==> src/verilog/naxi_pkg.sv <==
package naxi_pkg;

  // --------------------------------------------------------------------------
  // Bus field widths
  // --------------------------------------------------------------------------
  localparam int ID_W       = 5;
  localparam int NUM_ID     = 32;
  localparam int TYPE_W     = 3;
  localparam int ATTR_W     = 3;
  localparam int SIZE_W     = 8;   // Size in bytes
  localparam int ADDR_W     = 26;
  localparam int PREFIX_W   = 2;   // Must be zero for cacheable requests
  localparam int BEAT_BYTES = 8;
  localparam int BYTE_OFS_W = 3;
  localparam int LINE_BEATS = 4;
  localparam int LINE_BYTES = 32;
  localparam int LINE_OFS_W = 5;
  localparam int BCNT_W     = 3;

  // Command types
  localparam logic [TYPE_W-1:0] TYPE_WRITE = 3'd0;
  localparam logic [TYPE_W-1:0] TYPE_READ  = 3'd1;
  localparam logic [TYPE_W-1:0] TYPE_FLUSH = 3'd2;
  localparam logic [TYPE_W-1:0] TYPE_INVAL = 3'd3;

  // Attribute bit positions
  localparam int CMD_ACK   = 0;    // Command wants a response
  localparam int CMD_CACHE = 1;    // Cacheable request
  localparam int ATTR_LAST = 0;    // Data and response last beat

  // --------------------------------------------------------------------------
  // Error vector layout
  // --------------------------------------------------------------------------
  localparam int ERR_TYPE           = 0;
  localparam int ERR_WR_NO_DATA     = 1;
  localparam int ERR_DATA_NONWR     = 2;
  localparam int ERR_MAINT_ALIGN    = 3;
  localparam int ERR_MAINT_UNCACHED = 4;
  localparam int ERR_PREFIX         = 5;
  localparam int ERR_SIZE           = 6;
  localparam int ERR_STALL_MIX      = 7;
  localparam int ERR_DATA_NO_LAST   = 8;
  localparam int ERR_DATA_ID        = 9;
  localparam int ERR_RESP_UNEXP     = 10;
  localparam int ERR_RESP_NO_LAST   = 11;
  localparam int ERR_RESP_ID        = 12;
  localparam int ERR_RESP_STALL     = 13;
  localparam int NUM_ERR            = 14;

  localparam int CNT_W = 16;       // Error cycle counter

endpackage

==> src/verilog/naxi_cmd_check.sv <==
`timescale 1ns/1ps

module naxi_cmd_check (
  input  logic                                             clk,
  input  logic                                             rst,
  input  logic                                             s_creq_valid,
  input  logic [naxi_pkg::TYPE_W-1:0]                      s_creq_type,
  input  logic [naxi_pkg::ATTR_W-1:0]                      s_creq_attr,
  input  logic [naxi_pkg::SIZE_W-1:0]                      s_creq_size,
  input  logic [naxi_pkg::ID_W-1:0]                        s_creq_id,
  input  logic [naxi_pkg::ADDR_W-1:0]                      s_creq_addr,
  input  logic                                             s_creq_rdstall,
  input  logic                                             s_creq_wrstall,
  input  logic                                             s_dreq_valid,
  input  logic [naxi_pkg::ID_W-1:0]                        s_dreq_id,
  input  logic                                             s_dreq_stall,
  output logic [naxi_pkg::BCNT_W-1:0]                      cmd_bcnt,
  output logic                                             wr_start,
  output logic [naxi_pkg::ERR_STALL_MIX:naxi_pkg::ERR_TYPE] cmd_err
);

  import naxi_pkg::*;

  logic              is_write;
  logic              is_maint;
  logic              any_stall;
  logic              all_stall;
  logic [SIZE_W:0]   beat_end;      // Byte offset in beat plus size
  logic [SIZE_W:0]   beat_round;
  logic [SIZE_W:0]   line_end;      // Byte offset in line plus size

  assign is_write  = (s_creq_type == TYPE_WRITE);
  assign is_maint  = (s_creq_type == TYPE_FLUSH) || (s_creq_type == TYPE_INVAL);
  assign any_stall = s_creq_rdstall || s_creq_wrstall || s_dreq_stall;
  assign all_stall = s_creq_rdstall && s_creq_wrstall && s_dreq_stall;

  // --------------------------------------------------------------------------
  // Beat count, ceil((offset + size) / BEAT_BYTES)
  // --------------------------------------------------------------------------
  assign beat_end   = {1'b0, s_creq_size} + (SIZE_W+1)'(s_creq_addr[BYTE_OFS_W-1:0]);
  assign beat_round = beat_end + (SIZE_W+1)'(BEAT_BYTES - 1);
  assign cmd_bcnt   = beat_round[BYTE_OFS_W+BCNT_W-1:BYTE_OFS_W];  // Exact for legal sizes

  assign line_end = {1'b0, s_creq_size} + (SIZE_W+1)'(s_creq_addr[LINE_OFS_W-1:0]);

  assign wr_start = s_creq_valid && is_write && s_dreq_valid && !any_stall;

  // --------------------------------------------------------------------------
  // Command rules
  // --------------------------------------------------------------------------
  always_comb begin
    cmd_err = '0;
    if (s_creq_valid) begin
      cmd_err[ERR_TYPE]           = (s_creq_type > TYPE_INVAL);
      cmd_err[ERR_WR_NO_DATA]     = is_write && !(s_dreq_valid && (s_dreq_id == s_creq_id));
      cmd_err[ERR_DATA_NONWR]     = !is_write && s_dreq_valid;
      cmd_err[ERR_MAINT_ALIGN]    = is_maint && (s_creq_addr[LINE_OFS_W-1:0] != '0);
      cmd_err[ERR_MAINT_UNCACHED] = is_maint && !s_creq_attr[CMD_CACHE];
      cmd_err[ERR_PREFIX]         = s_creq_attr[CMD_CACHE] &&
                                    (s_creq_addr[ADDR_W-1 -: PREFIX_W] != '0);
      // Line end past the line also catches oversize requests
      cmd_err[ERR_SIZE]           = (s_creq_size == '0) ||
                                    (line_end > (SIZE_W+1)'(LINE_BYTES));
    end
    cmd_err[ERR_STALL_MIX] = any_stall && !all_stall;  // Checked every cycle
  end

  a_bcnt_in_line: assert property (@(posedge clk) disable iff (rst)
      (s_creq_valid && !cmd_err[ERR_SIZE]) |-> (cmd_bcnt <= BCNT_W'(LINE_BEATS)))
    else $error("beat count %0d beyond a line on a legal size", cmd_bcnt);

endmodule

==> src/verilog/naxi_error_log.sv <==
`timescale 1ns/1ps

module naxi_error_log (
  input  logic                                                      clk,
  input  logic                                                      rst,
  input  logic [naxi_pkg::ERR_STALL_MIX:naxi_pkg::ERR_TYPE]         cmd_err,
  input  logic [naxi_pkg::ERR_DATA_ID:naxi_pkg::ERR_DATA_NO_LAST]   data_err,
  input  logic [naxi_pkg::ERR_RESP_STALL:naxi_pkg::ERR_RESP_UNEXP]  resp_err,
  output logic [naxi_pkg::NUM_ERR-1:0]                              err_pulse,
  output logic                                                      err_sticky,
  output logic [naxi_pkg::CNT_W-1:0]                                err_count
);

  import naxi_pkg::*;

  logic [NUM_ERR-1:0] err_vec;
  logic               err_any;

  assign err_vec = {resp_err, data_err, cmd_err};
  assign err_any = |err_vec;

  always_ff @(posedge clk) begin
    if (rst) begin
      err_pulse <= '0;
    end else begin
      err_pulse <= err_vec;         // One cycle per erroneous cycle
    end
  end

  always_ff @(posedge clk) begin
    if (rst) begin
      err_sticky <= 1'b0;
    end else if (err_any) begin
      err_sticky <= 1'b1;
    end
  end

  // Saturating count of cycles with any error
  always_ff @(posedge clk) begin
    if (rst) begin
      err_count <= '0;
    end else if (err_any && (err_count != '1)) begin
      err_count <= err_count + 1'b1;
    end
  end

endmodule

==> src/verilog/naxi_pending_table.sv <==
`timescale 1ns/1ps

module naxi_pending_table (
  input  logic                        clk,
  input  logic                        rst,
  input  logic                        s_creq_valid,
  input  logic [naxi_pkg::ID_W-1:0]   s_creq_id,
  input  logic [naxi_pkg::TYPE_W-1:0] s_creq_type,
  input  logic [naxi_pkg::ATTR_W-1:0] s_creq_attr,
  input  logic [naxi_pkg::BCNT_W-1:0] cmd_bcnt,
  input  logic [naxi_pkg::ID_W-1:0]   s_rreq_id,
  output logic                        pend_valid,
  output logic                        pend_ack,
  output logic                        pend_rd,
  output logic [naxi_pkg::BCNT_W-1:0] pend_bcnt
);

  import naxi_pkg::*;

  logic [NUM_ID-1:0] vld_q;
  logic [NUM_ID-1:0] ack_q;
  logic [NUM_ID-1:0] rd_q;
  logic [BCNT_W-1:0] bcnt_q [NUM_ID];

  always_ff @(posedge clk) begin
    if (rst) begin
      vld_q <= '0;
    end else if (s_creq_valid) begin
      vld_q[s_creq_id] <= 1'b1;
    end
  end

  // New command replaces whatever was pending on its ID
  always_ff @(posedge clk) begin
    if (s_creq_valid) begin
      ack_q[s_creq_id]  <= s_creq_attr[CMD_ACK];
      rd_q[s_creq_id]   <= (s_creq_type == TYPE_READ);
      bcnt_q[s_creq_id] <= cmd_bcnt;
    end
  end

  assign pend_valid = vld_q[s_rreq_id];
  assign pend_ack   = ack_q[s_rreq_id];
  assign pend_rd    = rd_q[s_rreq_id];
  assign pend_bcnt  = bcnt_q[s_rreq_id];

endmodule

==> src/verilog/naxi_protocol_monitor.sv <==
`timescale 1ns/1ps

module naxi_protocol_monitor (
  input  logic                          clk,
  input  logic                          rst,
  input  logic                          s_creq_valid,
  input  logic [naxi_pkg::TYPE_W-1:0]   s_creq_type,
  input  logic [naxi_pkg::ATTR_W-1:0]   s_creq_attr,
  input  logic [naxi_pkg::SIZE_W-1:0]   s_creq_size,
  input  logic [naxi_pkg::ID_W-1:0]     s_creq_id,
  input  logic [naxi_pkg::ADDR_W-1:0]   s_creq_addr,
  input  logic                          s_creq_rdstall,
  input  logic                          s_creq_wrstall,
  input  logic                          s_dreq_valid,
  input  logic [naxi_pkg::ID_W-1:0]     s_dreq_id,
  input  logic [naxi_pkg::ATTR_W-1:0]   s_dreq_attr,
  input  logic                          s_dreq_stall,
  input  logic                          s_rreq_valid,
  input  logic [naxi_pkg::ID_W-1:0]     s_rreq_id,
  input  logic [naxi_pkg::ATTR_W-1:0]   s_rreq_attr,
  input  logic                          s_rreq_stall,
  output logic [naxi_pkg::NUM_ERR-1:0]  err_pulse,
  output logic                          err_sticky,
  output logic [naxi_pkg::CNT_W-1:0]    err_count
);

  import naxi_pkg::*;

  logic [BCNT_W-1:0]                      cmd_bcnt;
  logic                                   wr_start;
  logic                                   pend_valid;
  logic                                   pend_ack;
  logic                                   pend_rd;
  logic [BCNT_W-1:0]                      pend_bcnt;
  logic [ERR_STALL_MIX:ERR_TYPE]          cmd_err;
  logic [ERR_DATA_ID:ERR_DATA_NO_LAST]    data_err;
  logic [ERR_RESP_STALL:ERR_RESP_UNEXP]   resp_err;

  naxi_cmd_check u_cmd_check (
    .clk, .rst,
    .s_creq_valid, .s_creq_type, .s_creq_attr, .s_creq_size, .s_creq_id, .s_creq_addr,
    .s_creq_rdstall, .s_creq_wrstall,
    .s_dreq_valid, .s_dreq_id, .s_dreq_stall,
    .cmd_bcnt, .wr_start, .cmd_err
  );

  naxi_pending_table u_pending_table (
    .clk, .rst,
    .s_creq_valid, .s_creq_id, .s_creq_type, .s_creq_attr, .cmd_bcnt,
    .s_rreq_id,
    .pend_valid, .pend_ack, .pend_rd, .pend_bcnt
  );

  naxi_wdata_track u_wdata_track (
    .clk, .rst,
    .wr_start, .s_creq_id, .cmd_bcnt,
    .s_dreq_valid, .s_dreq_id, .s_dreq_attr, .s_dreq_stall,
    .data_err
  );

  naxi_resp_track u_resp_track (
    .clk, .rst,
    .s_rreq_valid, .s_rreq_id, .s_rreq_attr, .s_rreq_stall,
    .pend_valid, .pend_ack, .pend_rd, .pend_bcnt,
    .resp_err
  );

  naxi_error_log u_error_log (
    .clk, .rst,
    .cmd_err, .data_err, .resp_err,
    .err_pulse, .err_sticky, .err_count
  );

endmodule

==> src/verilog/naxi_resp_track.sv <==
`timescale 1ns/1ps

module naxi_resp_track (
  input  logic                                                      clk,
  input  logic                                                      rst,
  input  logic                                                      s_rreq_valid,
  input  logic [naxi_pkg::ID_W-1:0]                                 s_rreq_id,
  input  logic [naxi_pkg::ATTR_W-1:0]                               s_rreq_attr,
  input  logic                                                      s_rreq_stall,
  input  logic                                                      pend_valid,
  input  logic                                                      pend_ack,
  input  logic                                                      pend_rd,
  input  logic [naxi_pkg::BCNT_W-1:0]                               pend_bcnt,
  output logic [naxi_pkg::ERR_RESP_STALL:naxi_pkg::ERR_RESP_UNEXP] resp_err
);

  import naxi_pkg::*;

  logic [BCNT_W-1:0] rem_q;
  logic [BCNT_W-1:0] rem_nxt;
  logic [ID_W-1:0]   rsp_id_q;
  logic [ID_W-1:0]   rsp_id_nxt;
  logic              beat;
  logic              in_burst;

  assign beat     = s_rreq_valid && !s_rreq_stall;
  assign in_burst = (rem_q != '0);

  // --------------------------------------------------------------------------
  // Read response beat counting
  // --------------------------------------------------------------------------
  always_comb begin
    rem_nxt    = rem_q;
    rsp_id_nxt = rsp_id_q;
    if (beat && !in_burst) begin
      rem_nxt = '0;                             // Non-read responses are one beat
      if (pend_valid && pend_rd) begin
        rem_nxt    = (pend_bcnt != '0) ? pend_bcnt - 1'b1 : '0;
        rsp_id_nxt = s_rreq_id;
      end
    end else if (beat) begin
      rem_nxt = rem_q - 1'b1;
    end
  end

  always_ff @(posedge clk) begin
    if (rst) begin
      rem_q <= '0;
    end else begin
      rem_q <= rem_nxt;
    end
  end

  always_ff @(posedge clk) begin
    rsp_id_q <= rsp_id_nxt;
  end

  // --------------------------------------------------------------------------
  // Response rules
  // --------------------------------------------------------------------------
  assign resp_err[ERR_RESP_UNEXP]   = s_rreq_valid && !(pend_valid && pend_ack);
  assign resp_err[ERR_RESP_NO_LAST] = beat && (rem_nxt == '0) && !s_rreq_attr[ATTR_LAST];
  assign resp_err[ERR_RESP_ID]      = s_rreq_valid && in_burst && (s_rreq_id != rsp_id_q);
  assign resp_err[ERR_RESP_STALL]   = s_rreq_stall;  // Slave response never stalls

endmodule

==> src/verilog/naxi_wdata_track.sv <==
`timescale 1ns/1ps

module naxi_wdata_track (
  input  logic                                                     clk,
  input  logic                                                     rst,
  input  logic                                                     wr_start,
  input  logic [naxi_pkg::ID_W-1:0]                                s_creq_id,
  input  logic [naxi_pkg::BCNT_W-1:0]                              cmd_bcnt,
  input  logic                                                     s_dreq_valid,
  input  logic [naxi_pkg::ID_W-1:0]                                s_dreq_id,
  input  logic [naxi_pkg::ATTR_W-1:0]                              s_dreq_attr,
  input  logic                                                     s_dreq_stall,
  output logic [naxi_pkg::ERR_DATA_ID:naxi_pkg::ERR_DATA_NO_LAST] data_err
);

  import naxi_pkg::*;

  logic [BCNT_W-1:0] rem_q;         // Beats still owed after the current one
  logic [ID_W-1:0]   wr_id_q;
  logic              beat;
  logic              in_burst;
  logic              final_beat;

  assign beat     = s_dreq_valid && !s_dreq_stall;
  assign in_burst = (rem_q != '0);

  always_ff @(posedge clk) begin
    if (rst) begin
      rem_q <= '0;
    end else if (wr_start) begin
      rem_q <= (cmd_bcnt != '0) ? cmd_bcnt - 1'b1 : '0;  // First beat is this cycle
    end else if (beat && in_burst) begin
      rem_q <= rem_q - 1'b1;
    end
  end

  always_ff @(posedge clk) begin
    if (wr_start) begin
      wr_id_q <= s_creq_id;
    end
  end

  // A beat in a wr_start cycle belongs to the new command
  assign final_beat = wr_start ? (cmd_bcnt == BCNT_W'(1)) : (rem_q == BCNT_W'(1));

  assign data_err[ERR_DATA_NO_LAST] = beat && final_beat && !s_dreq_attr[ATTR_LAST];
  assign data_err[ERR_DATA_ID]      = s_dreq_valid && in_burst && !wr_start &&
                                      (s_dreq_id != wr_id_q);

  a_wr_rem_no_wrap: assert property (@(posedge clk) disable iff (rst)
      ((rem_q == '0) && !wr_start) |=> (rem_q == '0))
    else $error("write beat count left zero without a new burst");

endmodule
==> config.mk <==
export PLATFORM = sky130hd
export DESIGN_NAME = naxi_protocol_monitor
export DESIGN_NICKNAME = d
export VERILOG_FILES = /design/src/verilog/naxi_pkg.sv /design/src/verilog/naxi_cmd_check.sv /design/src/verilog/naxi_error_log.sv /design/src/verilog/naxi_pending_table.sv /design/src/verilog/naxi_protocol_monitor.sv /design/src/verilog/naxi_resp_track.sv /design/src/verilog/naxi_wdata_track.sv
export SDC_FILE = /design/constraint.sdc
export NUM_CORES = 1
export LEC_CHECK = 0
export CAP_MARGIN = 20
export CORE_MARGIN = 4
export CORE_UTILIZATION = 30
export DETAILED_ROUTE_END_ITERATION = 6
export DONT_BUFFER_PORTS = 1
export SYNTH_ARGS = -nofsm -noshare
export SYNTH_HDL_FRONTEND = slang
export SYNTH_SLANG_ARGS = --single-unit
==> constraint.sdc <==
create_clock -name clk -period 10.97 [get_ports clk]
set_input_delay 2.194 -clock clk [delete_from_list [all_inputs] [get_ports clk]]
set_output_delay 2.194 -clock clk [all_outputs]
set_load 0.01 [all_outputs]
### Word level (Yosys, flattened, before mapping)

Memories as Yosys holds them, arrays and structs flattened.
Cells that the tools add are included.

| operators by class | value |
|---|---|
| add/subtract/negate cells | 8 |
| multiply operators | 0 |
| divide/modulo/power cells | 0 |
| $lt $le $gt $ge | 5 |
| equality and inequality tests | 9 |
| shifts and indexed selects | 0 |
| multiplexer cells | 21 |
| bitwise logic cells | 1 |
| reduce and logical (&&, ||, !) cells | 58 |

Operators with widths:

| cell | number |
|---|---|
| $bwmux W32 | 2 |
| $or A32 B32 Y32 | 1 |
| $logic_and A1 B1 Y1 | 30 |
| $mux W3 | 7 |
| $add A16 B1 Y16 const B | 1 |
| $ne A16 B16 Y1 const B | 1 |
| $bmux W1 S5 | 3 |
| $reduce_or A14 Y1 | 1 |
| $logic_not A1 Y1 | 12 |
| $lt A5 B6 Y1 const B | 2 |
| $reduce_bool A3 Y1 | 4 |
| $sub A3 B1 Y3 const B | 4 |
| $ne A5 B5 Y1 | 2 |
| $add A8 B5 Y9 | 1 |
| $eq A3 B1 Y1 const B | 3 |
| $gt A9 B6 Y1 const B | 1 |
| $logic_not A8 Y1 | 1 |
| $mux W1 | 7 |
| $mux W7 | 1 |
| $add A6 B3 Y6 | 1 |
| $add A6 B3 Y6 const B | 1 |
| $eq A3 B2 Y1 const B | 2 |
| $logic_not A3 Y1 | 2 |
| $demux W1 S5 | 1 |
| other kinds (7) | 11 |

| storage, ports and cells | value |
|---|---|
| register bits after elaboration | 143 |
| latch bits | 0 |
| RAM bits | 96 |
| ROM bits | 0 |
| output and inout port bits | 31 |
| word-level logic and storage cells | 113 |
| memories | 1 |

Memory list:

| name | depth | width | rd ports | clocked after Yosys merged registers in | write ports | line | source |
|---|---|---|---|---|---|---|---|
| u_pending_table.bcnt_q | 32 | 3 | 1 | 0 | 1 | naxi_pending_table.sv:23 | `logic [BCNT_W-1:0] bcnt_q [NUM_ID];` |

### Logic depth before layout (Yosys ltp)

| depth | value |
|---|---|
| depth after elaboration | 10 |
| depth in mapped cells | 16 |
| gate-level depth less buffers | 13 |

### By module

A second synthesis with hierarchy kept.

| second synthesis, totals | value |
|---|---|
| cells, all modules | 720 |
| area total of the unflattened synthesis | 10538.9 µm² |

By module, submodules not included:

| module | times used | cells each | area an instance (µm²) | seq. area each (µm²) |
|---|---|---|---|---|
| naxi_pending_table | 1 | 406 | 7576.0 | 5445.2 |
| naxi_error_log | 1 | 139 | 1382.6 | 620.6 |
| naxi_cmd_check | 1 | 85 | 608.1 | 0.0 |
| naxi_wdata_track | 1 | 45 | 486.7 | 210.2 |
| naxi_resp_track | 1 | 45 | 485.5 | 210.2 |

### Worst setup path after synthesis

OpenSTA, ideal clock, no wires.

| path | value |
|---|---|
| path kind | input to register |
| from | in s_creq_size[0] (netlist name) |
| to | reg u_error_log.err_count[1] (netlist name) |
| data arrival time | 5.157 ns |
| required time | 10.842 ns |
| slack | 5.685 ns |
| stages on the path | 13 |
| path buffers | 2 |
| cells stage by stage | ha_1 -> fa_1 -> a211oi_1 -> o21bai_1 -> a221o_1 -> a221o_1 -> a2111oi_0 -> a21boi_0 -> a21o_1 -> buf_2 -> buf_2 -> mux2i_1 -> nor2_1 |

| between the ends | value |
|---|---|
| word-level cells in the longest chain between the ends | 8 |

RTL lines:

| item | line | source |
|---|---|---|
| start: declaration | naxi_protocol_monitor.sv:9 | `input logic [naxi_pkg::SIZE_W-1:0] s_creq_size,` |
| $add A6 B3 Y6 | naxi_cmd_check.sv:40 | `assign beat_end = {1'b0, s_creq_size} + (SIZE_W+1)'(s_creq_addr[BYTE_OFS_W-1:0]);` |
| $add A6 B3 Y6 | naxi_cmd_check.sv:41 | `assign beat_round = beat_end + (SIZE_W+1)'(BEAT_BYTES - 1);` |
| $eq A3 B1 Y1 | naxi_wdata_track.sv:44 | `assign final_beat = wr_start ? (cmd_bcnt == BCNT_W'(1)) : (rem_q == BCNT_W'(1));` |
| $mux W1 | naxi_wdata_track.sv:44 |  |
| $logic_and A1 B1 Y1 (2 in a row) | naxi_wdata_track.sv:46 | `assign data_err[ERR_DATA_NO_LAST] = beat && final_beat && !s_dreq_attr[ATTR_LAST];` |
| $reduce_or A14 Y1 (*) | naxi_error_log.sv:20 | `assign err_any = \|err_vec;` |
| $logic_and A1 B1 Y1 (*) | naxi_error_log.sv:42 | `end else if (err_any && (err_count != '1)) begin` |
| end signal: assignment | naxi_error_log.sv:43 | `err_count <= err_count + 1'b1;` |
| end: declaration | naxi_error_log.sv:11 | `output logic [naxi_pkg::CNT_W-1:0] err_count` |

Mark *: on every way between the ends. The rest lies on a longest branch, timed or not.
A chain may end at the register's enable or synchronous reset.

### Worst setup path in the final report

| path | value |
|---|---|
| from | in s_creq_size[0] (netlist name) |
| to | reg u_error_log.err_count[6] (netlist name) |

The elaborated chain is that of the path after synthesis.

==> impl_metrics.ini <==
[setup_path]
crit_required_ns = 11.42
reg2reg_from = u_pending_table.bcnt_q[30][1]
cp_slowest_stage_delay_ns = 0.66
reg2reg_depth = 8
path_buf_inv = 0
reg2reg_to = u_error_log.err_count[7]
cp_cell_sequence = ha_1, fa_1, a211oi_1, o21bai_1, a221o_1, a221o_1, a2111oi_0, a21boi_0, a21o_1, o21ai_0, a21oi_1
cp_common_cell = a221o_1
startpoint_type = input pin
cp-end-kind = register
critPathSlowestCell = a21o_1
arrival_ns = 5.91
ff2ff_setup_slack_ns = 7.55
path_class = input pin to register
critPathTopFamily = compound AO/OA/AOI/OAI gates
cp_max_fo = 30

[route]
drtPass1Iterations = 4
drc = 0
wl_mm = 23.9
viasPerCell = 5.01
drtIter0Drc = 448
antenna_left = 0
wl_per_cell_um = 19.3
vias = 6207

[clock_tree]
clk_path_buf_depth = 3
cts_sinks = 239
path_clk_slew_ns = 0.06
worstSkewPairLatency_ns = 0.54
hold_buffers = 0
cts_root_buffer = clkbuf_16
htreeDepth = 1
cts_setup_buffers = 0
cts_made_buffers = 26
cts.repair.resized = 0
tritoncts = yes

[finish]
drive_gt1_share_pct = 12.2
n_antenna_cell = 0
syn_to_final_growth_pct = 12.0
fin_nets = 860
finalNonFillerCells = 1240

[synth]
synthArstFlopShare_pct = 0
syn_nets = 864
yosysTopAreaCellShare_pct = 49.6
synth_enable_flop_cells = 170
synth_top_area_cell = edfxtp_1
yosys_warnings = 0
netlist_area_um2 = 10300
yosys-top-cells-count = edfxtp_1 (170), nor2_1 (135), dfxtp_1 (69)
syn_inst = 777
yosys-top-cells-area = edfxtp_1 (50%), dfxtp_1 (13%), mux4_2 (9.2%)
ys_seq_elements = 239
ys_types = 64
synth_seq_area_share_pct = 63.0
syn_area_per_cell_um2 = 13.3
synth_ff_type = edfxtp_1
synth_most_common_cell = edfxtp_1

[global_route]
gr-total-overflow = 0
grt_max_degree = 68
antenna_found_initial = 1
grt_pass1_vias = 6041
grt_usage_pct = 12.3
grt_pass1_wl_mm = 37.0

[sta]
drv_slew = 0
fin_skew_ns = 0.0211
hold_viol = 0
worstMarginPinSlew_ns = 0.895
rsz0062_at_grt = false
setup_violations = 0
fmax_mhz = 183
tns_ns = 0
finalWorstSetupSlack_ns = 5.51
min_period_ns = 5.46
max_slew_margin_pct = 40.0
hold_slack_ns = 0.469
finalCritPeriodShare_pct = 49.8

[floorplan]
die_h_um = 193
row_count = 67
ioPinCount = 101
core_area_um2 = 33700
die-area_um2 = 37400
die_w_um = 193
start_util_pct = 30.6

[place]
port-buffer-count = 0
gp_congestion = 0.792
placedCellCount = 1193
hpwl_mm = 15.4
pre_cts_slack_ns = 4.97

[job]
cap_violations = 0

[power]
leakagePower_nw = 3.79
ir_worst_vdd_v = 0.000116
p_per_area_nw_per_um2 = 166

[min_path]
holdCritStartpoint = u_pending_table.vld_q[28]
min_path_cells = 2
hp-class = register to register
worstHoldEndpoint = u_pending_table.vld_q[28]

[run_status]
status = finished clean
[report_power, final]
| group | internal (mW) | switching (mW) |
|---|---|---|
| logic | 0.0512 | 0.0700 |
| registers | 0.994 | 0.00746 |
| clock network | 0.448 | 0.342 |
[worst max-delay path by stage]
stage / start / to / slack (ns) / depth (start not counted)
final: s_creq_size[0] / u_error_log.err_count[6] / 5.51 / 11
after global routing: s_creq_size[0] / u_error_log.err_count[5] / 5.13 / 11
after floorplan: s_creq_size[0] / u_error_log.err_count[1] / 5.69 / 13
after detailed placement: s_creq_size[0] / u_error_log.err_count[6] / 4.97 / 11
after global placement: s_creq_size[0] / u_error_log.err_count[1] / 5.04 / 11
after CTS: s_creq_size[0] / u_error_log.err_count[6] / 5.51 / 11
[area by class of cell]
type                       count  area [um2]
clock buffer                  33         697
clock inverter                14        80.1
fill                        3304       22200
inverter                      26        97.6
multi-input combinational    476        3590
sequential                   239        6490
tap                          448         561
timing repair buffer           4        30.0
[worst register-to-register path, delay by kind of cell, from the launching register on]
family,cells,cell delay [ns]
flops,1,0.36
mux,3,1.26
simple gates,3,0.81
compound gates,2,0.92
[cell families (layout without fill, tap and decap cells)]
group / after synthesis / after routing / share of synthesized area (%)
and+or+nand+nor: 263 / 263 / 11.8
DFF: 239 / 239 / 63.0
AOI/OAI and AO/OA: 104 / 104 / 6.71
muxes: 70 / 70 / 12.1
buffers and inverters: 62 / 77 / 2.43
xor gates and xnor gates: 22 / 22 / 1.87
adders and majority gates: 17 / 17 / 2.14
[state kept, by name, summed over array words and instances (netlist names)]
name                    cells
u_resp_track.rsp_id_q       5
u_pending_table.bcnt_q     96
u_pending_table.vld_q      32
u_wdata_track.wr_id_q       5
u_wdata_track.rem_q         3
u_error_log.err_sticky      1
u_pending_table.ack_q      32
u_error_log.err_count      16
u_resp_track.rem_q          3
u_error_log.err_pulse      14
u_pending_table.rd_q       32
[metal layers]
metal | global-route usage (%) | vias up | part of all wire, %
li1 | - | 2897 | -
met1 | 16.7 | 3124 | 43
met2 | 20.5 | 154 | 49
met3 | 2.16 | 30 | 5.3
met4 | 3.44 | 2 | 1.9
met5 | 0 | - | 0.054
[layout by cell type (no fill, tap or decap), types with 7 or more instances in the layout]
cell and count:
a21oi_1 25, clkbuf_16 26, clkinv_1 8, dfxtp_1 69
edfxtp_1 170, ha_1 16, inv_1 25, mux2i_1 22
mux4_2 42, nand2_1 37, nand3_1 18, nor2_1 134
nor2b_1 9, nor3_1 8, o21ai_0 26, or3_1 19
xnor2_1 7, xor2_1 13
[stage by stage]
stage	utilization, %	cell area (um2)	power, mW
3_5_place_dp	31.9	10800	1.14
3_3_place_gp	31.9	10800	1.14
2_1_floorplan	-	10300	1.12
6_report	34.2	11500	1.91
4_1_cts	34.2	11500	1.93
5_1_grt	34.2	11500	1.98
(Power assumes the default switching activity.)
